File: config.mk
export PLATFORM = sky130hd
export DESIGN_NAME = llc_tag_top
export DESIGN_NICKNAME = d
export VERILOG_FILES = /design/src/llc_cfg_pkg.sv /design/src/llc_tag_pkg.sv /design/src/llc_tag_ram.sv /design/src/llc_tag_pattern_gen.sv /design/src/llc_evict_box.sv /design/src/llc_tag_store.sv /design/src/llc_tag_top.sv
export SDC_FILE = /design/constraint.sdc
export NUM_CORES = 2
export LEC_CHECK = 0
export BUFFER_PORTS_ARGS = -buffer_cell sky130_fd_sc_hd__buf_4
export CAP_MARGIN = 10
export CORE_ASPECT_RATIO = 0.5
export CORE_MARGIN = 5
export CORE_UTILIZATION = 50
export DETAILED_ROUTE_END_ITERATION = 8
export PLACE_DENSITY = 0.65
export SLEW_MARGIN = 20
export SYNTH_ARGS = -nofsm -noshare
export SYNTH_HDL_FRONTEND = slang
export SYNTH_SLANG_ARGS = --single-unit
File: constraint.sdc
create_clock -name clk_i -period 10.1 [get_ports clk_i]
set_input_delay 1.515 -clock clk_i [delete_from_list [all_inputs] [get_ports clk_i]]
set_output_delay 1.515 -clock clk_i [all_outputs]
set_load 0.005 [all_outputs]
File: src/llc_cfg_pkg.sv
// --------------------------------------------------
// cache geometry and victim lfsr constants
// num_ways should be a power of two, since the lfsr
// start index wraps in way_idx_len bits
// --------------------------------------------------
package llc_cfg_pkg;

  // associativity
  localparam int unsigned num_ways = 4;

  // lines per way, one tag entry each
  localparam int unsigned num_lines = 64;

  // line index width follows the line count
  localparam int unsigned index_len = $clog2(num_lines);

  // upper address bits kept per line
  localparam int unsigned tag_len = 10;

  // bits needed to name one way
  localparam int unsigned way_idx_len = $clog2(num_ways);

  // victim selection lfsr, x^8 + x^6 + x^5 + x^4 + 1
  localparam int unsigned lfsr_len = 8;
  localparam logic [lfsr_len-1:0] lfsr_taps = 8'hb8;
  // any non zero seed works
  localparam logic [lfsr_len-1:0] lfsr_seed = 8'h5a;

endpackage

File: src/llc_tag_pkg.sv
// --------------------------------------------------
// types of the tag store interface
// widths come from llc_cfg_pkg
// tag_entry_t is the word held per line and way
// --------------------------------------------------
package llc_tag_pkg;

  // one bit per way, one-hot or multi-hot
  typedef logic [llc_cfg_pkg::num_ways-1:0] way_ind_t;

  // line index, also the memory address
  typedef logic [llc_cfg_pkg::index_len-1:0] index_t;

  // request kinds
  typedef enum logic [1:0] {
    BIST,
    FLUSH,
    LOOKUP,
    STORE
  } tag_req_e;

  // stored word, 12 bits
  typedef struct packed {
    logic                             valid;
    logic                             dirty;
    logic [llc_cfg_pkg::tag_len-1:0]  tag;
  } tag_entry_t;

  // request payload, 23 bits
  // way_ind is the target for STORE and FLUSH, unused otherwise
  typedef struct packed {
    tag_req_e                         mode;
    way_ind_t                         way_ind;
    index_t                           index;
    logic                             dirty;
    logic [llc_cfg_pkg::tag_len-1:0]  tag;
  } tag_req_t;

  // result payload, 17 bits
  // on a miss way_ind is the victim and tag/dirty describe the old line
  typedef struct packed {
    way_ind_t                         way_ind;
    logic                             hit;
    logic                             evict;
    logic [llc_cfg_pkg::tag_len-1:0]  tag;
    logic                             dirty;
  } tag_res_t;

endpackage

File: src/llc_tag_ram.sv
// --------------------------------------------------
// behavioral single port memory, one cycle read
// read data holds until the next read
// a write does not update the read data
// --------------------------------------------------
module llc_tag_ram #(
  parameter type         payload_t = logic,
  parameter int unsigned num_words = llc_cfg_pkg::num_lines
) (
  input  logic                clk_i,
  input  logic                arst_n_i,
  input  logic                req_i,
  input  logic                we_i,
  input  llc_tag_pkg::index_t addr_i,
  input  payload_t            wdata_i,
  output payload_t            rdata_o
);

  // word array, contents undefined until written
  payload_t mem_q [num_words];
  payload_t rdata_q;

  always_ff @(posedge clk_i) begin
    if (req_i && we_i) begin
      mem_q[addr_i] <= wdata_i;
    end
  end

  // output register of the macro
  always_ff @(posedge clk_i or negedge arst_n_i) begin
    if (!arst_n_i) begin
      rdata_q <= '0;
    end else if (req_i && !we_i) begin
      rdata_q <= mem_q[addr_i];
    end
  end

  assign rdata_o = rdata_q;

endmodule

File: src/llc_tag_pattern_gen.sv
// --------------------------------------------------
// bist sequencer, three passes over every index
// ones written, read back and compared, then zeros
// compare results arrive one cycle after each read
// bist_res_o is valid together with done_o
// --------------------------------------------------
module llc_tag_pattern_gen (
  input  logic                    clk_i,
  input  logic                    arst_n_i,
  input  logic                    start_i,
  output logic                    ready_o,
  output llc_tag_pkg::index_t     index_o,
  output llc_tag_pkg::tag_entry_t pattern_o,
  output logic                    req_o,
  output logic                    we_o,
  input  llc_tag_pkg::way_ind_t   res_i,
  input  logic                    res_valid_i,
  output llc_tag_pkg::way_ind_t   bist_res_o,
  output logic                    done_o
);

  typedef enum logic [2:0] {
    st_idle,
    st_wr_ones,
    st_rd_cmp,
    st_wr_zeros,
    st_done
  } state_e;

  state_e                state_d, state_q;
  llc_tag_pkg::index_t   index_d, index_q;
  llc_tag_pkg::way_ind_t fail_d, fail_q;
  logic                  last_index;

  assign last_index = (index_q == llc_tag_pkg::index_t'(llc_cfg_pkg::num_lines - 1));

  always_comb begin
    state_d = state_q;
    index_d = index_q;
    fail_d  = fail_q;
    // a 1 in res_i marks a mismatch in that way
    if (res_valid_i) begin
      fail_d = fail_q | res_i;
    end
    case (state_q)
      st_idle: begin
        if (start_i) begin
          state_d = st_wr_ones;
          index_d = '0;
          fail_d  = '0;
        end
      end
      st_wr_ones, st_rd_cmp, st_wr_zeros: begin
        index_d = last_index ? '0 : index_q + 1'b1;
        if (last_index) begin
          case (state_q)
            st_wr_ones: state_d = st_rd_cmp;
            st_rd_cmp:  state_d = st_wr_zeros;
            default:    state_d = st_done;
          endcase
        end
      end
      // last compare landed during the zero pass
      st_done: state_d = st_idle;
      default: state_d = st_idle;
    endcase
  end

  always_ff @(posedge clk_i or negedge arst_n_i) begin
    if (!arst_n_i) begin
      state_q <= st_idle;
      index_q <= '0;
      fail_q  <= '0;
    end else begin
      state_q <= state_d;
      index_q <= index_d;
      fail_q  <= fail_d;
    end
  end

  assign ready_o    = (state_q == st_idle);
  assign index_o    = index_q;
  // ones also serve as the expected word of the read pass
  assign pattern_o  = (state_q == st_wr_zeros) ? '0 : '1;
  assign req_o      = (state_q == st_wr_ones) || (state_q == st_rd_cmp)
                   || (state_q == st_wr_zeros);
  assign we_o       = (state_q == st_wr_ones) || (state_q == st_wr_zeros);
  assign done_o     = (state_q == st_done);
  assign bist_res_o = fail_q;

endmodule

File: src/llc_evict_box.sv
// --------------------------------------------------
// victim way choice for a lookup miss
// lowest invalid unlocked way first, else the lfsr
// picks from the unlocked ways
// lfsr steps once per req_i, so outputs hold between
// --------------------------------------------------
module llc_evict_box (
  input  logic                  clk_i,
  input  logic                  arst_n_i,
  input  logic                  req_i,
  input  llc_tag_pkg::way_ind_t valid_i,
  input  llc_tag_pkg::way_ind_t dirty_i,
  input  llc_tag_pkg::way_ind_t spm_lock_i,
  output llc_tag_pkg::way_ind_t way_ind_o,
  output logic                  evict_o
);

  logic [llc_cfg_pkg::lfsr_len-1:0] lfsr_q;
  llc_tag_pkg::way_ind_t            free;

  // fibonacci lfsr, shifts in the parity of the tapped bits
  always_ff @(posedge clk_i or negedge arst_n_i) begin
    if (!arst_n_i) begin
      lfsr_q <= llc_cfg_pkg::lfsr_seed;
    end else if (req_i) begin
      lfsr_q <= {lfsr_q[llc_cfg_pkg::lfsr_len-2:0], ^(lfsr_q & llc_cfg_pkg::lfsr_taps)};
    end
  end

  // invalid lines that are not scratchpad
  assign free = ~valid_i & ~spm_lock_i;

  always_comb begin : proc_pick
    int unsigned start;
    int unsigned j;
    logic        found;
    way_ind_o = '0;
    evict_o   = 1'b0;
    found     = 1'b0;
    start     = lfsr_q[llc_cfg_pkg::way_idx_len-1:0];
    j         = 0;
    if (|free) begin
      // nothing to write back
      for (int unsigned i = 0; i < llc_cfg_pkg::num_ways; i++) begin
        if (free[i] && !found) begin
          way_ind_o[i] = 1'b1;
          found        = 1'b1;
        end
      end
    end else begin
      // walk up from the random start to the first unlocked way
      for (int unsigned k = 0; k < llc_cfg_pkg::num_ways; k++) begin
        j = (start + k) % llc_cfg_pkg::num_ways;
        if (!spm_lock_i[j] && !found) begin
          way_ind_o[j] = 1'b1;
          evict_o      = dirty_i[j] & valid_i[j];
          found        = 1'b1;
        end
      end
    end
  end

  // a fully locked set has nowhere to refill
  a_one_unlocked: assert property (@(posedge clk_i) disable iff (!arst_n_i)
    req_i |-> !(&spm_lock_i))
    else $error("victim requested with every way locked");

endmodule

File: src/llc_tag_store.sv
// --------------------------------------------------
// tag store control over one memory per way
// req_i must hold while req_valid_i is high
// spm_lock_i and flushed_i must not change while a
// result waits; STORE and FLUSH take a one-hot way
// BIST always covers all ways
// --------------------------------------------------
module llc_tag_store (
  input  logic                    clk_i,
  input  logic                    arst_n_i,
  input  llc_tag_pkg::way_ind_t   flushed_i,
  input  logic                    req_valid_i,
  output logic                    req_ready_o,
  input  llc_tag_pkg::tag_req_t   req_i,
  output logic                    res_valid_o,
  input  logic                    res_ready_i,
  output llc_tag_pkg::tag_res_t   res_o,
  output logic                    gen_start_o,
  input  logic                    gen_ready_i,
  input  llc_tag_pkg::index_t     gen_index_i,
  input  llc_tag_pkg::tag_entry_t gen_pattern_i,
  input  logic                    gen_req_i,
  input  logic                    gen_we_i,
  input  logic                    gen_done_i,
  output llc_tag_pkg::way_ind_t   gen_res_o,
  output logic                    gen_res_valid_o,
  output logic                    evict_req_o,
  output llc_tag_pkg::way_ind_t   evict_valid_o,
  output llc_tag_pkg::way_ind_t   evict_dirty_o,
  input  llc_tag_pkg::way_ind_t   victim_i,
  input  logic                    evict_flag_i,
  output logic                    bist_valid_o
);

  // registers alongside the memories
  logic                    busy_d, busy_q;
  llc_tag_pkg::tag_req_e   mode_d, mode_q;
  llc_tag_pkg::way_ind_t   way_d, way_q;
  llc_tag_pkg::index_t     index_d, index_q;
  llc_tag_pkg::tag_entry_t entry_d, entry_q;
  logic                    bist_cmp_d, bist_cmp_q;

  // memory side
  llc_tag_pkg::way_ind_t   ram_req, ram_we;
  llc_tag_pkg::index_t     ram_index;
  llc_tag_pkg::tag_entry_t ram_wdata;
  llc_tag_pkg::tag_entry_t [llc_cfg_pkg::num_ways-1:0] ram_rdata;

  // per way status of the words just read
  llc_tag_pkg::way_ind_t   rd_valid, rd_dirty, hit, bist_fail;
  logic                    hit_any;
  logic                    accept;
  llc_tag_pkg::way_ind_t   res_way;
  llc_tag_pkg::tag_entry_t new_entry;

  // valid only matters for STORE, the other modes use the tag alone
  assign new_entry.valid = 1'b1;
  assign new_entry.dirty = req_i.dirty;
  assign new_entry.tag   = req_i.tag;

  assign hit_any = |hit;

  always_comb begin : proc_control
    busy_d       = busy_q;
    mode_d       = mode_q;
    way_d        = way_q;
    index_d      = index_q;
    entry_d      = entry_q;
    bist_cmp_d   = 1'b0;
    accept       = 1'b0;
    req_ready_o  = 1'b0;
    res_valid_o  = 1'b0;
    gen_start_o  = 1'b0;
    evict_req_o  = 1'b0;
    bist_valid_o = 1'b0;
    ram_req      = '0;
    ram_we       = '0;
    ram_index    = index_q;
    ram_wdata    = entry_q;

    if (busy_q) begin
      case (mode_q)
        llc_tag_pkg::BIST: begin
          ram_index  = gen_index_i;
          ram_req    = {llc_cfg_pkg::num_ways{gen_req_i}};
          ram_we     = {llc_cfg_pkg::num_ways{gen_we_i}};
          ram_wdata  = gen_pattern_i;
          // keep the expected word in step with the read data
          entry_d    = gen_pattern_i;
          bist_cmp_d = gen_req_i & ~gen_we_i;
          if (gen_done_i) begin
            busy_d       = 1'b0;
            bist_valid_o = 1'b1;
          end
        end
        // registered write, one cycle after acceptance
        llc_tag_pkg::STORE: begin
          ram_req = way_q;
          ram_we  = way_q;
          busy_d  = 1'b0;
        end
        llc_tag_pkg::FLUSH: begin
          res_valid_o = 1'b1;
          // clear the line once the result is taken
          if (res_ready_i) begin
            busy_d    = 1'b0;
            ram_req   = way_q;
            ram_we    = way_q;
            ram_wdata = '0;
          end
        end
        default: begin
          res_valid_o = 1'b1;
          if (res_ready_i) begin
            busy_d      = 1'b0;
            // victim used, step the lfsr
            evict_req_o = ~hit_any;
            // lookups and stores follow without a gap
            req_ready_o = (req_i.mode == llc_tag_pkg::LOOKUP)
                       || (req_i.mode == llc_tag_pkg::STORE);
            accept      = req_valid_i && req_ready_o;
          end
        end
      endcase
    end else begin
      gen_start_o = req_valid_i && (req_i.mode == llc_tag_pkg::BIST);
      req_ready_o = (req_i.mode != llc_tag_pkg::BIST) || gen_ready_i;
      accept      = req_valid_i && req_ready_o;
    end

    if (accept) begin
      busy_d      = 1'b1;
      mode_d      = req_i.mode;
      way_d       = req_i.way_ind;
      index_d     = req_i.index;
      entry_d     = new_entry;
      case (req_i.mode)
        llc_tag_pkg::FLUSH: begin
          ram_req   = req_i.way_ind;
          ram_index = req_i.index;
        end
        // read all ways for the victim, flushed ways cannot hit
        llc_tag_pkg::LOOKUP: begin
          way_d     = ~flushed_i;
          ram_req   = '1;
          ram_index = req_i.index;
        end
        default: begin
        end
      endcase
    end
  end

  for (genvar i = 0; i < llc_cfg_pkg::num_ways; i++) begin : gen_way
    llc_tag_ram #(
      .payload_t (llc_tag_pkg::tag_entry_t),
      .num_words (llc_cfg_pkg::num_lines)
    ) i_tag_ram (
      .clk_i    (clk_i),
      .arst_n_i (arst_n_i),
      .req_i    (ram_req[i]),
      .we_i     (ram_we[i]),
      .addr_i   (ram_index),
      .wdata_i  (ram_wdata),
      .rdata_o  (ram_rdata[i])
    );

    assign rd_valid[i]  = ram_rdata[i].valid;
    assign rd_dirty[i]  = ram_rdata[i].dirty;
    assign hit[i]       = way_q[i] & rd_valid[i] & (ram_rdata[i].tag == entry_q.tag);
    // whole word, so stuck flag bits show up too
    assign bist_fail[i] = (ram_rdata[i] != entry_q);
  end

  assign evict_valid_o   = rd_valid;
  assign evict_dirty_o   = rd_dirty;
  assign gen_res_o       = bist_fail;
  assign gen_res_valid_o = bist_cmp_q;

  // result mux, flush way or hit way or victim
  always_comb begin : proc_result
    if (mode_q == llc_tag_pkg::FLUSH) begin
      res_way = way_q;
    end else begin
      res_way = hit_any ? hit : victim_i;
    end
    res_o.way_ind = res_way;
    res_o.hit     = (mode_q == llc_tag_pkg::LOOKUP) & hit_any;
    if (mode_q == llc_tag_pkg::FLUSH) begin
      res_o.evict = |(way_q & rd_valid & rd_dirty);
    end else begin
      res_o.evict = ~hit_any & evict_flag_i;
    end
    res_o.tag   = '0;
    res_o.dirty = 1'b0;
    for (int unsigned i = 0; i < llc_cfg_pkg::num_ways; i++) begin
      if (res_way[i]) begin
        res_o.tag   = ram_rdata[i].tag;
        res_o.dirty = ram_rdata[i].dirty;
      end
    end
  end

  always_ff @(posedge clk_i or negedge arst_n_i) begin
    if (!arst_n_i) begin
      busy_q     <= 1'b0;
      mode_q     <= llc_tag_pkg::BIST;
      way_q      <= '0;
      bist_cmp_q <= 1'b0;
    end else begin
      busy_q     <= busy_d;
      mode_q     <= mode_d;
      way_q      <= way_d;
      bist_cmp_q <= bist_cmp_d;
    end
  end

  always_ff @(posedge clk_i) begin
    index_q <= index_d;
    entry_q <= entry_d;
  end

  // a tag lives in at most one way of a set
  a_hit_onehot: assert property (@(posedge clk_i) disable iff (!arst_n_i)
    (mode_q != llc_tag_pkg::BIST) |-> $onehot0(hit))
    else $error("tag hits in more than one way");

  // a waiting result neither drops nor changes
  a_res_stable: assert property (@(posedge clk_i) disable iff (!arst_n_i)
    (res_valid_o && !res_ready_i) |=> (res_valid_o && $stable(res_o)))
    else $error("result changed while stalled");

endmodule

File: src/llc_tag_top.sv
// --------------------------------------------------
// tag side of the last level cache
// run BIST once after reset, it also clears all lines
// spm_lock_i needs at least one unlocked way
// --------------------------------------------------
module llc_tag_top (
  input  logic                  clk_i,
  input  logic                  arst_n_i,
  input  llc_tag_pkg::way_ind_t spm_lock_i,
  input  llc_tag_pkg::way_ind_t flushed_i,
  input  logic                  req_valid_i,
  output logic                  req_ready_o,
  input  llc_tag_pkg::tag_req_t req_i,
  output logic                  res_valid_o,
  input  logic                  res_ready_i,
  output llc_tag_pkg::tag_res_t res_o,
  output llc_tag_pkg::way_ind_t bist_res_o,
  output logic                  bist_valid_o
);

  // store to pattern generator
  logic                    gen_start, gen_ready, gen_req, gen_we, gen_done;
  llc_tag_pkg::index_t     gen_index;
  llc_tag_pkg::tag_entry_t gen_pattern;
  llc_tag_pkg::way_ind_t   gen_res;
  logic                    gen_res_valid;

  // store to victim selector
  logic                    evict_req, evict_flag;
  llc_tag_pkg::way_ind_t   evict_valid, evict_dirty, victim;

  llc_tag_store i_store (
    .clk_i           (clk_i),
    .arst_n_i        (arst_n_i),
    .flushed_i       (flushed_i),
    .req_valid_i     (req_valid_i),
    .req_ready_o     (req_ready_o),
    .req_i           (req_i),
    .res_valid_o     (res_valid_o),
    .res_ready_i     (res_ready_i),
    .res_o           (res_o),
    .gen_start_o     (gen_start),
    .gen_ready_i     (gen_ready),
    .gen_index_i     (gen_index),
    .gen_pattern_i   (gen_pattern),
    .gen_req_i       (gen_req),
    .gen_we_i        (gen_we),
    .gen_done_i      (gen_done),
    .gen_res_o       (gen_res),
    .gen_res_valid_o (gen_res_valid),
    .evict_req_o     (evict_req),
    .evict_valid_o   (evict_valid),
    .evict_dirty_o   (evict_dirty),
    .victim_i        (victim),
    .evict_flag_i    (evict_flag),
    .bist_valid_o    (bist_valid_o)
  );

  llc_tag_pattern_gen i_pattern_gen (
    .clk_i       (clk_i),
    .arst_n_i    (arst_n_i),
    .start_i     (gen_start),
    .ready_o     (gen_ready),
    .index_o     (gen_index),
    .pattern_o   (gen_pattern),
    .req_o       (gen_req),
    .we_o        (gen_we),
    .res_i       (gen_res),
    .res_valid_i (gen_res_valid),
    .bist_res_o  (bist_res_o),
    .done_o      (gen_done)
  );

  llc_evict_box i_evict_box (
    .clk_i      (clk_i),
    .arst_n_i   (arst_n_i),
    .req_i      (evict_req),
    .valid_i    (evict_valid),
    .dirty_i    (evict_dirty),
    .spm_lock_i (spm_lock_i),
    .way_ind_o  (victim),
    .evict_o    (evict_flag)
  );

endmodule

==> impl_metrics.csv <==
group,metric,value,unit
outcome,status,"finished with violations",
outcome,violations,"DRC",
routing,vias,74610,
timing,tightest_slew,1.317,ns
synth,synth_top_area_cell,"edfxtp_1",
synth,netlist_area,121400,µm²
placement,portBuffers,58,
floorplanning,start_util,50.45,%
global_routing,overflow,0,
critical_path,critPathMaxFanout,16,
timing,slew_violations,0,
pwr,leakagePower,41.66,nW
cts,root_buffer,"clkbuf_16",
cells_and_area,num-nets-final,7403,
timing,slew_headroom,12.20,%
synth,synth_top_area_share,76.38,%
synth,syn-num-nets,7252,
cts,cts_tree,"done",
timing,setup_tns,0,ns
synth,yosys-top-cells-area,"edfxtp_1 (76%), a22o_1 (3.0%), a22oi_1 (3.0%)",
job,drv_cap,0,
routing,drtPass1Iterations,9,
routing,finalWirelength,376.4,mm
cells_and_area,multi_input_area,24570,µm²
critical_path,required,8.59,ns
floorplanning,rows,127,
critical_path,path_class,"reg2out",
cells_and_area,seq_area,94710,µm²
synth,ys_types,86,
global_routing,antenna_found_initial,13,
floorplanning,core,240700,µm²
critical_path,crit_arrival,5.24,ns
critical_path,critical_path_buf_inv_count,2,
cells_and_area,drive_gt1_share,12.62,%
pwr,p_total,37.95,mW
synth,synthArstFlopShare,2.431,%
timing,final-setup-viol-count,0,
routing,ant_nets,0,
cts,cts_buffers,282,
cts,clockBufferDepth,4,
timing,final.min_clock_period,6.758,ns
pwr,p_per_area,278.8,nW/µm²
floorplanning,die_area,253400,µm²
routing,drc,2,
placement,place_congestion,0.8961,
global_routing,track_usage,29.13,%
synth,synth.avg_cell_area,16.86,µm²
synth,yosysSeqAreaShare,77.99,%
global_routing,grt_pass1_vias,69940,
critical_path,cp_common_cell,"a221o_1",
cts,post_cts_buffers,0,
synth,ys.flop_type,"edfxtp_1",
cts,ctsResizeCount,0,
global_routing,grt_pass1_wl,532.6,mm
synth,ys_warn_count,0,
critical_path,startpoint_type,"flop",
pwr,worst_ir_drop_vdd,0.0003941,V
critical_path,rrSetupSlack,4.20,ns
cts,clk_latency,0.86,ns
routing,wire_per_inst,34.86,µm
critical_path,worst_path_max_delay_cell,"dfrtp_1",
global_routing,grt_max_degree,185,
synth,synth_cells,7203,
floorplanning,dieWidth,707.0,µm
timing,rsz0062_at_grt,"false",
floorplanning,fp.dieH,358.5,µm
timing,fmax,148.0,MHz
cts,path_clk_slew,0.07,ns
cts,holdBufCountCts,0,
synth,synth-seq-cells,3167,
worst_hold_path,min_path_type,"reg2reg",
cts,htree_levels,5,
critical_path,critical-path-top-delay-family,"compound AO/OA/AOI/OAI gates",
timing,skew,0.05792,ns
placement,place_hpwl,217.8,mm
floorplanning,io_pins,59,
timing,hold_violations,0,
timing,finalCritPeriodShare,66.91,%
critical_path,max_stage_delay,0.67,ns
critical_path,endpoint_kind,"output pin",
critical_path,crit_chain,"inv_1, ha_1, mux4_2, o211a_1, a221o_1, a221o_1, a21oi_1, nor2b_1, a221oi_1, buf_4",
routing,vias_per_cell,6.910,
cells_and_area,fillers,18200,
routing,drtIter0Drc,12720,
synth,synth_edf_count,3089,
cells_and_area,syn_to_final_growth,12.08,%
cts,cts.sinks,3167,
cells in the mapped netlist (24+ instances only):
| cell type | count |
|---|---|
| a31oi_1 | 156 |
| inv_1 | 96 |
| nand2_1 | 375 |
| nand4b_1 | 55 |
| a311oi_1 | 81 |
| nor3_1 | 51 |
| nand4_1 | 104 |
| nand3_1 | 66 |
| nor2_1 | 340 |
| edfxtp_1 | 3089 |
| buf_2 | 206 |
| a221oi_1 | 329 |
| and2_1 | 41 |
| dfrtp_1 | 73 |
| xnor2_1 | 41 |
| o21ai_0 | 38 |
| o2111ai_1 | 24 |
| nor4_1 | 68 |
| a22o_1 | 421 |
| a22oi_1 | 489 |
| buf_1 | 98 |
| a221o_1 | 79 |
| a2111oi_0 | 31 |
| a21oi_1 | 39 |
| a41oi_1 | 156 |
| o31a_1 | 39 |
| clkbuf_1 | 244 |
path summary, 6_finish.rpt:
| check | startpoint | end | depth (start not counted) |
|---|---|---|---|
| min reg2reg | i_evict_box.lfsr_q[2]$_DFFE_PN0P_ | i_evict_box.lfsr_q[3]$_DFFE_PN1P_ | 1 |
| min | i_evict_box.lfsr_q[2]$_DFFE_PN0P_ | i_evict_box.lfsr_q[3]$_DFFE_PN1P_ | 1 |
| max reg2reg | i_store.mode_q[0]$_DFFE_PN0P_ | i_store.gen_way[2].i_tag_ram.rdata_o[4]$_DFFE_PN0P_ | 12 |
| min in group asynchronous | arst_n_i | i_store.gen_way[1].i_tag_ram.rdata_o[2]$_DFFE_PN0P_ | 1 |
| max | i_evict_box.lfsr_q[0]$_DFFE_PN0P_ | res_o[4] | 10 |
| max in group asynchronous | arst_n_i | i_store.gen_way[3].i_tag_ram.rdata_o[6]$_DFFE_PN0P_ | 2 |
through the flow:
| stage | hold WS, ns | cell area (µm²) | utilization, % | setup WS, ns | cells |
|---|---|---|---|---|---|
| global placement | 0.4887 | 127100 | 52.81 | 3.290 | 10290 |
| CTS | 0.5069 | 136000 | 56.49 | 3.361 | 10790 |
| global route | 0.5349 | 136100 | 56.53 | 3.095 | 10790 |
| floorplan | 0.4750 | 121400 | - | 4.233 | 7203 |
| finish | 0.5029 | 136100 | 56.54 | 3.342 | 10800 |
| detailed placement | 0.4928 | 127200 | 52.84 | 3.414 | 10290 |
flip-flops by register name, summed over array words and instances, names as in the netlist:
register / flops
i_store.gen_way.i_tag_ram.mem_q: 3072
i_store.gen_way.i_tag_ram.rdata_o: 48
i_store.entry_q: 12
i_evict_box.lfsr_q: 8
i_pattern_gen.index_o: 6
i_store.index_q: 6
i_pattern_gen.bist_res_o: 4
i_store.way_q: 4
i_pattern_gen.state_q: 3
i_store.mode_q: 2
i_store.busy_q: 1
i_store.gen_res_valid_o: 1
metal layers:
| layer | global-route usage, % | part of all wire (%) |
|---|---|---|
| met5 | 0 | 0.0035 |
| met4 | 8.878 | 3.3 |
| met2 | 42.45 | 44 |
| met3 | 9.551 | 15 |
| met1 | 41.91 | 39 |
where the power goes:
group          total, mW  internal [mW]  switching [mW]
clock network       10.5           5.83            4.72
registers           17.3           16.9           0.376
logic               10.1           2.42            7.71
total               37.9           25.1            12.8
layout make-up:
class / instances / share of cell area, %
inverter: 96 / 0.2648
tap: 3225 / 2.965
clock inverter: 133 / 0.7943
timing repair buffer: 419 / 2.657
sequential: 3167 / 69.59
clock buffer: 365 / 5.676
multi-input combinational: 3388 / 18.05
antenna: 5 / 0.009193
layout by cell type (no fill, tap or decap), drive strengths merged, types with 20 or more instances in the layout:
cell type | synthesis | layout
a41o | 20 | 20
o31a | 39 | 39
a22oi | 489 | 489
a221o | 79 | 79
a41oi | 156 | 156
buf | 308 | 419
and3 | 22 | 22
and4 | 21 | 21
edfxtp | 3089 | 3089
a311oi | 81 | 81
dfrtp | 73 | 73
nand4b | 55 | 55
a2111oi | 31 | 31
nand4 | 104 | 104
nor3 | 51 | 51
o21a | 21 | 21
nand3 | 66 | 66
xnor2 | 41 | 41
o2111ai | 24 | 24
o21ai | 39 | 39
a211o | 21 | 21
clkbuf | 244 | 365
a221oi | 330 | 330
a22o | 421 | 421
nand2 | 375 | 375
a31oi | 157 | 157
o211ai | 20 | 20
mux2i | 21 | 21
inv | 96 | 104
nor4 | 69 | 69
and2 | 42 | 42
nor2 | 340 | 340
a21oi | 39 | 39
clkinv | 0 | 107
cell families (layout without fill, tap and decap cells):
| logic type | count (synthesis) | count (layout) | synth area share (%) |
|---|---|---|---|
| compound gates | 2081 | 2081 | 14.04 |
| xor+xnor | 54 | 54 | 0.3894 |
| fa+ha+maj | 14 | 14 | 0.1442 |
| buf+inv | 648 | 1013 | 2.234 |
| flops | 3167 | 3167 | 77.99 |
| mux | 40 | 40 | 0.3678 |
| other cells | 0 | 5 | 0 |
| simple gates | 1199 | 1199 | 4.836 |
(Power assumes the default switching activity.)
